$ cat src/ejtagPkg.sv
package ejtagPkg;

  typedef logic [31:0] wordT;     // Bus word for addresses, data and register contents
  typedef logic [5:0]  regAddrT;  // Register word index taken from address bits 7:2

  localparam int NumInstBreaks = 2;
  localparam int NumDataBreaks = 2;

  typedef logic [NumInstBreaks-1:0] instHitT;
  typedef logic [NumDataBreaks-1:0] dataHitT;

  // Status registers
  localparam regAddrT RegIbs = 6'd0;
  localparam regAddrT RegDbs = 6'd1;

  // Each channel owns a block of four register slots
  localparam int ChanStride = 4;

  localparam regAddrT InstBase = 6'd4;
  localparam int InstAddrOff = 0;
  localparam int InstMaskOff = 1;
  localparam int InstCtlOff  = 2;

  localparam regAddrT DataBase = 6'd16;
  localparam int DataAddrOff  = 0;
  localparam int DataMaskOff  = 1;
  localparam int DataValueOff = 2;
  localparam int DataCtlOff   = 3;

  // Control register bits
  localparam int CtlEnable = 0;
  localparam int CtlTrace  = 1;  // Set for a trace hit, clear for a break hit
  localparam int CtlLoad   = 2;
  localparam int CtlStore  = 3;
  localparam int CtlValue  = 4;

  function automatic regAddrT chanReg(input regAddrT base, input int chan, input int offset);
    int index;
    index = int'(base) + ChanStride * chan + offset;
    return regAddrT'(index);
  endfunction

endpackage
$ cat src/ejtagBreakUnit.sv
`timescale 1ns/1ps

module ejtagBreakUnit (
  input  logic              SYSCLK,
  input  logic              rstN,
  input  logic              regWr,
  input  logic              regRd,
  input  ejtagPkg::regAddrT regAddr,
  input  ejtagPkg::wordT    regWrData,
  input  logic              iSample,
  input  ejtagPkg::wordT    iAddr,
  input  logic              dSample,
  input  logic              dStore,
  input  ejtagPkg::wordT    dAddr,
  input  ejtagPkg::wordT    dData,
  output logic              breakHit,
  output logic              traceHit,
  output logic              debugReq,
  output ejtagPkg::wordT    regRdData
);

  ejtagPkg::instHitT instHit;
  ejtagPkg::instHitT instBreakMask;
  ejtagPkg::wordT    instRdData;
  ejtagPkg::dataHitT dataHit;
  ejtagPkg::dataHitT dataBreakMask;
  ejtagPkg::wordT    dataRdData;

  instBreakMatch u_instBreakMatch (
    .SYSCLK        (SYSCLK),
    .rstN          (rstN),
    .regWr         (regWr),
    .regAddr       (regAddr),
    .regWrData     (regWrData),
    .iSample       (iSample),
    .iAddr         (iAddr),
    .instHit       (instHit),
    .instBreakMask (instBreakMask),
    .instRdData    (instRdData)
  );

  dataBreakMatch u_dataBreakMatch (
    .SYSCLK        (SYSCLK),
    .rstN          (rstN),
    .regWr         (regWr),
    .regAddr       (regAddr),
    .regWrData     (regWrData),
    .dSample       (dSample),
    .dStore        (dStore),
    .dAddr         (dAddr),
    .dData         (dData),
    .dataHit       (dataHit),
    .dataBreakMask (dataBreakMask),
    .dataRdData    (dataRdData)
  );

  breakStatus u_breakStatus (
    .SYSCLK        (SYSCLK),
    .rstN          (rstN),
    .regWr         (regWr),
    .regRd         (regRd),
    .regAddr       (regAddr),
    .regWrData     (regWrData),
    .instHit       (instHit),
    .instBreakMask (instBreakMask),
    .dataHit       (dataHit),
    .dataBreakMask (dataBreakMask),
    .instRdData    (instRdData),
    .dataRdData    (dataRdData),
    .breakHit      (breakHit),
    .traceHit      (traceHit),
    .debugReq      (debugReq),
    .regRdData     (regRdData)
  );

endmodule

$ cat src/breakStatus.sv
`timescale 1ns/1ps

module breakStatus (
  input  logic              SYSCLK,
  input  logic              rstN,
  input  logic              regWr,
  input  logic              regRd,
  input  ejtagPkg::regAddrT regAddr,
  input  ejtagPkg::wordT    regWrData,
  input  ejtagPkg::instHitT instHit,
  input  ejtagPkg::instHitT instBreakMask,
  input  ejtagPkg::dataHitT dataHit,
  input  ejtagPkg::dataHitT dataBreakMask,
  input  ejtagPkg::wordT    instRdData,
  input  ejtagPkg::wordT    dataRdData,
  output logic              breakHit,
  output logic              traceHit,
  output logic              debugReq,
  output ejtagPkg::wordT    regRdData
);

  ejtagPkg::instHitT ibsReg;
  ejtagPkg::dataHitT dbsReg;
  ejtagPkg::instHitT ibsClear;
  ejtagPkg::dataHitT dbsClear;
  ejtagPkg::wordT    statusRdData;

  // Write-one-to-clear masks for the two status registers
  assign ibsClear = (regWr && regAddr == ejtagPkg::RegIbs) ?
                    regWrData[ejtagPkg::NumInstBreaks-1:0] : '0;
  assign dbsClear = (regWr && regAddr == ejtagPkg::RegDbs) ?
                    regWrData[ejtagPkg::NumDataBreaks-1:0] : '0;

  always_ff @(posedge SYSCLK or negedge rstN) begin
    if (!rstN) begin
      ibsReg   <= '0;
      dbsReg   <= '0;
      breakHit <= 1'b0;
      traceHit <= 1'b0;
    end else begin
      ibsReg   <= (ibsReg & ~ibsClear) | instHit;  // A hit in the clear cycle survives
      dbsReg   <= (dbsReg & ~dbsClear) | dataHit;
      breakHit <= |(instHit & instBreakMask) || |(dataHit & dataBreakMask);
      traceHit <= |(instHit & ~instBreakMask) || |(dataHit & ~dataBreakMask);
    end
  end

  assign debugReq = |(ibsReg & instBreakMask) || |(dbsReg & dataBreakMask);

  always_comb begin
    statusRdData = '0;
    if (regAddr == ejtagPkg::RegIbs) begin
      statusRdData = ejtagPkg::wordT'(ibsReg);
    end
    if (regAddr == ejtagPkg::RegDbs) begin
      statusRdData = ejtagPkg::wordT'(dbsReg);
    end
  end

  // Read data holds until the next read strobe
  always_ff @(posedge SYSCLK or negedge rstN) begin
    if (!rstN) begin
      regRdData <= '0;
    end else if (regRd) begin
      regRdData <= statusRdData | instRdData | dataRdData;
    end
  end

endmodule

$ cat src/dataBreakMatch.sv
`timescale 1ns/1ps

module dataBreakMatch (
  input  logic              SYSCLK,
  input  logic              rstN,
  input  logic              regWr,
  input  ejtagPkg::regAddrT regAddr,
  input  ejtagPkg::wordT    regWrData,
  input  logic              dSample,
  input  logic              dStore,
  input  ejtagPkg::wordT    dAddr,
  input  ejtagPkg::wordT    dData,
  output ejtagPkg::dataHitT dataHit,
  output ejtagPkg::dataHitT dataBreakMask,
  output ejtagPkg::wordT    dataRdData
);

  ejtagPkg::wordT addrReg  [ejtagPkg::NumDataBreaks];
  ejtagPkg::wordT maskReg  [ejtagPkg::NumDataBreaks];
  ejtagPkg::wordT valueReg [ejtagPkg::NumDataBreaks];
  logic [ejtagPkg::CtlValue:0] ctlReg [ejtagPkg::NumDataBreaks];

  ejtagPkg::wordT    addrDiff [ejtagPkg::NumDataBreaks];
  ejtagPkg::dataHitT addrOk;
  ejtagPkg::dataHitT typeOk;
  ejtagPkg::dataHitT valueOk;
  ejtagPkg::dataHitT matchNow;

  always_ff @(posedge SYSCLK or negedge rstN) begin
    if (!rstN) begin
      for (int n = 0; n < ejtagPkg::NumDataBreaks; n++) begin
        addrReg[n]  <= '0;
        maskReg[n]  <= '0;
        valueReg[n] <= '0;
        ctlReg[n]   <= '0;
      end
    end else if (regWr) begin
      for (int n = 0; n < ejtagPkg::NumDataBreaks; n++) begin
        if (regAddr == ejtagPkg::chanReg(ejtagPkg::DataBase, n, ejtagPkg::DataAddrOff)) begin
          addrReg[n] <= regWrData;
        end
        if (regAddr == ejtagPkg::chanReg(ejtagPkg::DataBase, n, ejtagPkg::DataMaskOff)) begin
          maskReg[n] <= regWrData;
        end
        if (regAddr == ejtagPkg::chanReg(ejtagPkg::DataBase, n, ejtagPkg::DataValueOff)) begin
          valueReg[n] <= regWrData;
        end
        if (regAddr == ejtagPkg::chanReg(ejtagPkg::DataBase, n, ejtagPkg::DataCtlOff)) begin
          ctlReg[n] <= regWrData[ejtagPkg::CtlValue:0];
        end
      end
    end
  end

  always_comb begin
    for (int n = 0; n < ejtagPkg::NumDataBreaks; n++) begin
      addrDiff[n] = (dAddr ^ addrReg[n]) & ~maskReg[n];
      addrOk[n]   = (addrDiff[n][31:2] == '0);  // Byte lane bits never take part
      typeOk[n]   = dStore ? ctlReg[n][ejtagPkg::CtlStore] : ctlReg[n][ejtagPkg::CtlLoad];
      valueOk[n]  = !ctlReg[n][ejtagPkg::CtlValue] || (dData == valueReg[n]);
      matchNow[n] = ctlReg[n][ejtagPkg::CtlEnable] && addrOk[n] && typeOk[n] && valueOk[n];
      dataBreakMask[n] = ~ctlReg[n][ejtagPkg::CtlTrace];
    end
  end

  always_ff @(posedge SYSCLK or negedge rstN) begin
    if (!rstN) begin
      dataHit <= '0;
    end else begin
      dataHit <= dSample ? matchNow : '0;
    end
  end

  always_comb begin
    dataRdData = '0;
    for (int n = 0; n < ejtagPkg::NumDataBreaks; n++) begin
      if (regAddr == ejtagPkg::chanReg(ejtagPkg::DataBase, n, ejtagPkg::DataAddrOff)) begin
        dataRdData = addrReg[n];
      end
      if (regAddr == ejtagPkg::chanReg(ejtagPkg::DataBase, n, ejtagPkg::DataMaskOff)) begin
        dataRdData = maskReg[n];
      end
      if (regAddr == ejtagPkg::chanReg(ejtagPkg::DataBase, n, ejtagPkg::DataValueOff)) begin
        dataRdData = valueReg[n];
      end
      if (regAddr == ejtagPkg::chanReg(ejtagPkg::DataBase, n, ejtagPkg::DataCtlOff)) begin
        dataRdData = ejtagPkg::wordT'(ctlReg[n]);
      end
    end
  end

endmodule

$ cat src/instBreakMatch.sv
`timescale 1ns/1ps

module instBreakMatch (
  input  logic              SYSCLK,
  input  logic              rstN,
  input  logic              regWr,
  input  ejtagPkg::regAddrT regAddr,
  input  ejtagPkg::wordT    regWrData,
  input  logic              iSample,
  input  ejtagPkg::wordT    iAddr,
  output ejtagPkg::instHitT instHit,
  output ejtagPkg::instHitT instBreakMask,
  output ejtagPkg::wordT    instRdData
);

  ejtagPkg::wordT addrReg [ejtagPkg::NumInstBreaks];
  ejtagPkg::wordT maskReg [ejtagPkg::NumInstBreaks];  // A set bit ignores that address bit
  logic [ejtagPkg::CtlTrace:0] ctlReg [ejtagPkg::NumInstBreaks];

  ejtagPkg::wordT    addrDiff [ejtagPkg::NumInstBreaks];
  ejtagPkg::instHitT matchNow;

  always_ff @(posedge SYSCLK or negedge rstN) begin
    if (!rstN) begin
      for (int n = 0; n < ejtagPkg::NumInstBreaks; n++) begin
        addrReg[n] <= '0;
        maskReg[n] <= '0;
        ctlReg[n]  <= '0;
      end
    end else if (regWr) begin
      for (int n = 0; n < ejtagPkg::NumInstBreaks; n++) begin
        if (regAddr == ejtagPkg::chanReg(ejtagPkg::InstBase, n, ejtagPkg::InstAddrOff)) begin
          addrReg[n] <= regWrData;
        end
        if (regAddr == ejtagPkg::chanReg(ejtagPkg::InstBase, n, ejtagPkg::InstMaskOff)) begin
          maskReg[n] <= regWrData;
        end
        if (regAddr == ejtagPkg::chanReg(ejtagPkg::InstBase, n, ejtagPkg::InstCtlOff)) begin
          ctlReg[n] <= regWrData[ejtagPkg::CtlTrace:0];
        end
      end
    end
  end

  always_comb begin
    for (int n = 0; n < ejtagPkg::NumInstBreaks; n++) begin
      addrDiff[n]      = (iAddr ^ addrReg[n]) & ~maskReg[n];
      matchNow[n]      = ctlReg[n][ejtagPkg::CtlEnable] && (addrDiff[n] == '0);
      instBreakMask[n] = ~ctlReg[n][ejtagPkg::CtlTrace];
    end
  end

  always_ff @(posedge SYSCLK or negedge rstN) begin
    if (!rstN) begin
      instHit <= '0;
    end else begin
      instHit <= iSample ? matchNow : '0;  // Only a sample cycle can produce a hit
    end
  end

  always_comb begin
    instRdData = '0;
    for (int n = 0; n < ejtagPkg::NumInstBreaks; n++) begin
      if (regAddr == ejtagPkg::chanReg(ejtagPkg::InstBase, n, ejtagPkg::InstAddrOff)) begin
        instRdData = addrReg[n];
      end
      if (regAddr == ejtagPkg::chanReg(ejtagPkg::InstBase, n, ejtagPkg::InstMaskOff)) begin
        instRdData = maskReg[n];
      end
      if (regAddr == ejtagPkg::chanReg(ejtagPkg::InstBase, n, ejtagPkg::InstCtlOff)) begin
        instRdData = ejtagPkg::wordT'(ctlReg[n]);
      end
    end
  end

endmodule

$ cat config.mk
export PLATFORM = sky130hd
export DESIGN_NAME = ejtagBreakUnit
export DESIGN_NICKNAME = d
export VERILOG_FILES = /design/src/ejtagPkg.sv /design/src/ejtagBreakUnit.sv /design/src/breakStatus.sv /design/src/dataBreakMatch.sv /design/src/instBreakMatch.sv
export SDC_FILE = /design/constraint.sdc
export NUM_CORES = 1
export LEC_CHECK = 0
export BUFFER_PORTS_ARGS = -buffer_cell sky130_fd_sc_hd__buf_2
export CORE_ASPECT_RATIO = 0.75
export CORE_MARGIN = 3
export CORE_UTILIZATION = 55
export CTS_CLUSTER_SIZE = 28
export DETAILED_ROUTE_END_ITERATION = 16
export PLACE_DENSITY = 0.83
export REMOVE_ABC_BUFFERS = 1
export SETUP_SLACK_MARGIN = 0.2
export SYNTH_ARGS = -nofsm -noshare
export SYNTH_HDL_FRONTEND = slang
export SYNTH_SLANG_ARGS = --single-unit
$ cat constraint.sdc
create_clock -name SYSCLK -period 3.2 [get_ports SYSCLK]
set_input_delay 0.64 -clock SYSCLK [delete_from_list [all_inputs] [get_ports SYSCLK]]
set_output_delay 0.64 -clock SYSCLK [all_outputs]
set_load 0.05 [all_outputs]
==> summary.txt <==
Worst setup path
  – Worst R2R Setup Slack: 910 ps
  – Setup crit end kind: flip-flop
  – Crit path launch type: input pin
  – Worst-path fanout max: 18
  – WP data arrival: 2810 ps
  – RR Startpoint: u_dataBreakMatch.valueReg[47]
  – Crit path capture: u_breakStatus.regRdData[10]
  – WP data required: 3680 ps
  – WS Path Type: input pin to flip-flop
  – Reg-to-Reg End: u_dataBreakMatch.dataHit[0]
  – Critical path launch point: regAddr[2]
  – R2R depth: 6

Floorplan
  – Die Height: 167 µm
  – Std-Cell Rows: 58
  – IO Pins: 176
  – Die X-Extent: 221 µm
  – Die area: 0.0369 mm²
  – Initial core utilization: 0.562
  – Core area: 0.0338 mm²

Status
  – Status: finished clean

Cells and area
  – Final core occ: 0.644
  – Layout net count: 1826
  – Most frequent cells in the layout: 376 x dfrtp_1, 272 x mux2_2, 186 x xnor2_1
  – ANT cells: 0
  – Post-route insts no fill: 2160
  – Commonest non-fill, non-tap cell in the layout: dfrtp_1
  – Share of cells above drive strength 1: 0.357
  – Synth-to-Final Area Change: 14.5%

Timing
  – Max Slew Vio Count: 0
  – Final worst slack: 871 ps
  – Post-layout min period: 2330 ps
  – Fmax: 0.429 GHz
  – Slew headroom: 0.429
  – Setup TNS Final: 0 ps
  – Unrepaired setup endpoints after global routing: false
  – Worst-case clock skew: 15.1 ps
  – # setup viols final: 0
  – Tcrit/Tclk final: 0.728
  – Final Hold Fails: 0
  – Slew @ Worst Pin: 857 ps

Hold path
  – Min-Delay Path Class: input pin to asynchronous set/reset pin

Drt
  – Vias post-DR: 14650
  – Remaining DRCs: 0
  – Number of DRC markers in iteration 0: 2191
  – Drt pass-1 iters: 9
  – Final Routed Wirelength: 63100 µm
  – Drt via density: 6.78
  – Post-DR wirelength/cell: 29.2 µm
  – Post-route ant nets: 0

CTS
  – Post_cts resized: 0
  – CTS clock-pin slew for the worst setup and hold paths: 60 ps
  – Root Buffer: clkbuf_16
  – Clk_lat worst skew: 540 ps
  – Clk buf depth: 3
  – Hold buffers post-CTS: 0
  – Post-CTS setup buffer count: 0
  – Clock Sinks: 376
  – Clock buffer count from CTS: 38
  – H-tree depth: 2
  – CTS tree: yes

Job
  – Max cap viols: 0

Synthesis
  – Async set-reset flop share out of synthesis: 1.00
  – Mapped Cells: 1523
  – Most used flip-flop cell after synthesis: dfrtp_1
  – Syn Area/Cell: 12.5 µm²
  – Mapped Area: 0.0190 mm²
  – Netlist cell types: 52
  – FF+latch count, synth: 376
  – Sequential cell area fraction in the yosys report: 0.495
  – Synth Warn #: 0
  – Post-synth EDFFs: 0

Power and ir drop
  – Worst vdd ir: 417 µV
  – Final Power: 12.6 mW
  – Power Dens Cells: 580 mW/mm²
  – Cell leakage power: 10.1 nW

Place
  – DP Cell Count: 2095
  – DP HPWL: 43900 µm
  – RD Place Congestion: 0.976
  – Place WS: 443 ps
  – I/O Buffers: 173

Global routing
  – Largest net degree at the start of global routing: 96
  – Aggregate global routing overflow: 0
  – Vias in the first global route: 14472
  – Initial antenna violation count: 1
  – Gr usage total: 0.341
  – First-pass GRT wire length: 93300 µm
-- registers in the layout, summed over array words and instances (netlist names), 4 cells and up --
| register | count |
|---|---|
| u_instBreakMatch.maskReg | 64 |
| u_dataBreakMatch.maskReg | 64 |
| u_dataBreakMatch.ctlReg | 10 |
| u_instBreakMatch.ctlReg | 4 |
| u_dataBreakMatch.addrReg | 64 |
| u_dataBreakMatch.valueReg | 64 |
| u_instBreakMatch.addrReg | 64 |
| u_breakStatus.regRdData | 32 |
-- worst max-delay path: stages --
cell and delay, ps:
buf_2 160, nor4b_4 450, nand2_2 540, buf_4 340, a2bb2oi_1 160, a31oi_1 360, a211o_1 160
-- routing by layer --
layer	wire length, µm	global-route usage
met1	25000	0.493
met2	26600	0.479
met3	8410	0.102
met4	3040	0.139
met5	13	0
-- synthesized netlist by cell type, drive strengths merged (3+ instances only) --
cell	n	area (µm²)
mux2	334	3870
o22ai	53	332
o2111ai	6	52.6
a2111oi	3	26.3
nand2	27	116
nor2	33	124
nand4	20	125
a21oi	37	196
clkbuf	27	101
a211o	28	245
inv	10	37.5
nor2b	3	18.8
o21ai	63	315
a31oi	31	194
xnor2	186	1630
a22oi	38	285
a2bb2oi	27	236
nor3	5	25.0
o221ai	5	43.8
buf	89	473
mux2i	35	350
and2	12	75.1
dfrtp	376	9410
nor4b	3	71.3
o22a	3	26.3
a222oi	27	270
nor4	8	50.1
mux4	4	90.1
nand3	7	35.0
a221oi	4	35.0
-- area by class of cell --
type | count | area, µm²
Clock inverter | 5 | 104
Multi-Input combinational cell | 1021 | 9020
Sequential cell | 376 | 9410
Clock buffer | 60 | 1130
Tap cell | 450 | 563
Timing Repair Buffer | 238 | 1510
Inverter | 10 | 37.5
Fill cell | 2549 | 12000
-- stage by stage --
| step | cell area (µm²) | hold WS, ps |
|---|---|---|
| after global placement | 20500 | 473 |
| after global routing | 21800 | 191 |
| after CTS | 21800 | 184 |
| final | 21800 | 127 |
| after detailed placement | 20500 | 476 |
| after floorplan | 18400 | 344 |
-- logic make-up (layout without fill, tap and decap cells) --
group / after synthesis / after routing / share of synthesized area
xor gates and xnor gates: 188 / 188 / 0.0866
muxes: 373 / 373 / 0.227
AOI/OAI and AO/OA: 336 / 336 / 0.124
buffers and inverters: 126 / 313 / 0.0322
DFF: 376 / 376 / 0.495
and+or+nand+nor: 124 / 124 / 0.0362
-- report_power, final --
part	total, mW	leakage (nW)	internal [mW]	switching, mW
sequential	5.92	5.01	5.34	0.579
clock	4.53	0.604	2.67	1.86
combinational	2.19	4.52	1.03	1.15
-- worst min-delay path by stage --
| stage | from | endpoint | slack (ps) | cells after the start |
|---|---|---|---|---|
| after floorplan | rstN | u_breakStatus.breakHit | 340 | 0 |
| after global placement | u_breakStatus.regRdData[10] | u_breakStatus.regRdData[10] | 470 | 1 |
| after detailed placement | u_breakStatus.regRdData[8] | u_breakStatus.regRdData[8] | 480 | 1 |
| after CTS | rstN | u_instBreakMatch.addrReg[42] | 180 | 1 |
| after global routing | rstN | u_instBreakMatch.addrReg[10] | 190 | 1 |
| final | rstN | u_instBreakMatch.addrReg[10] | 130 | 1 |
Power figures use the tool's default switching activity.
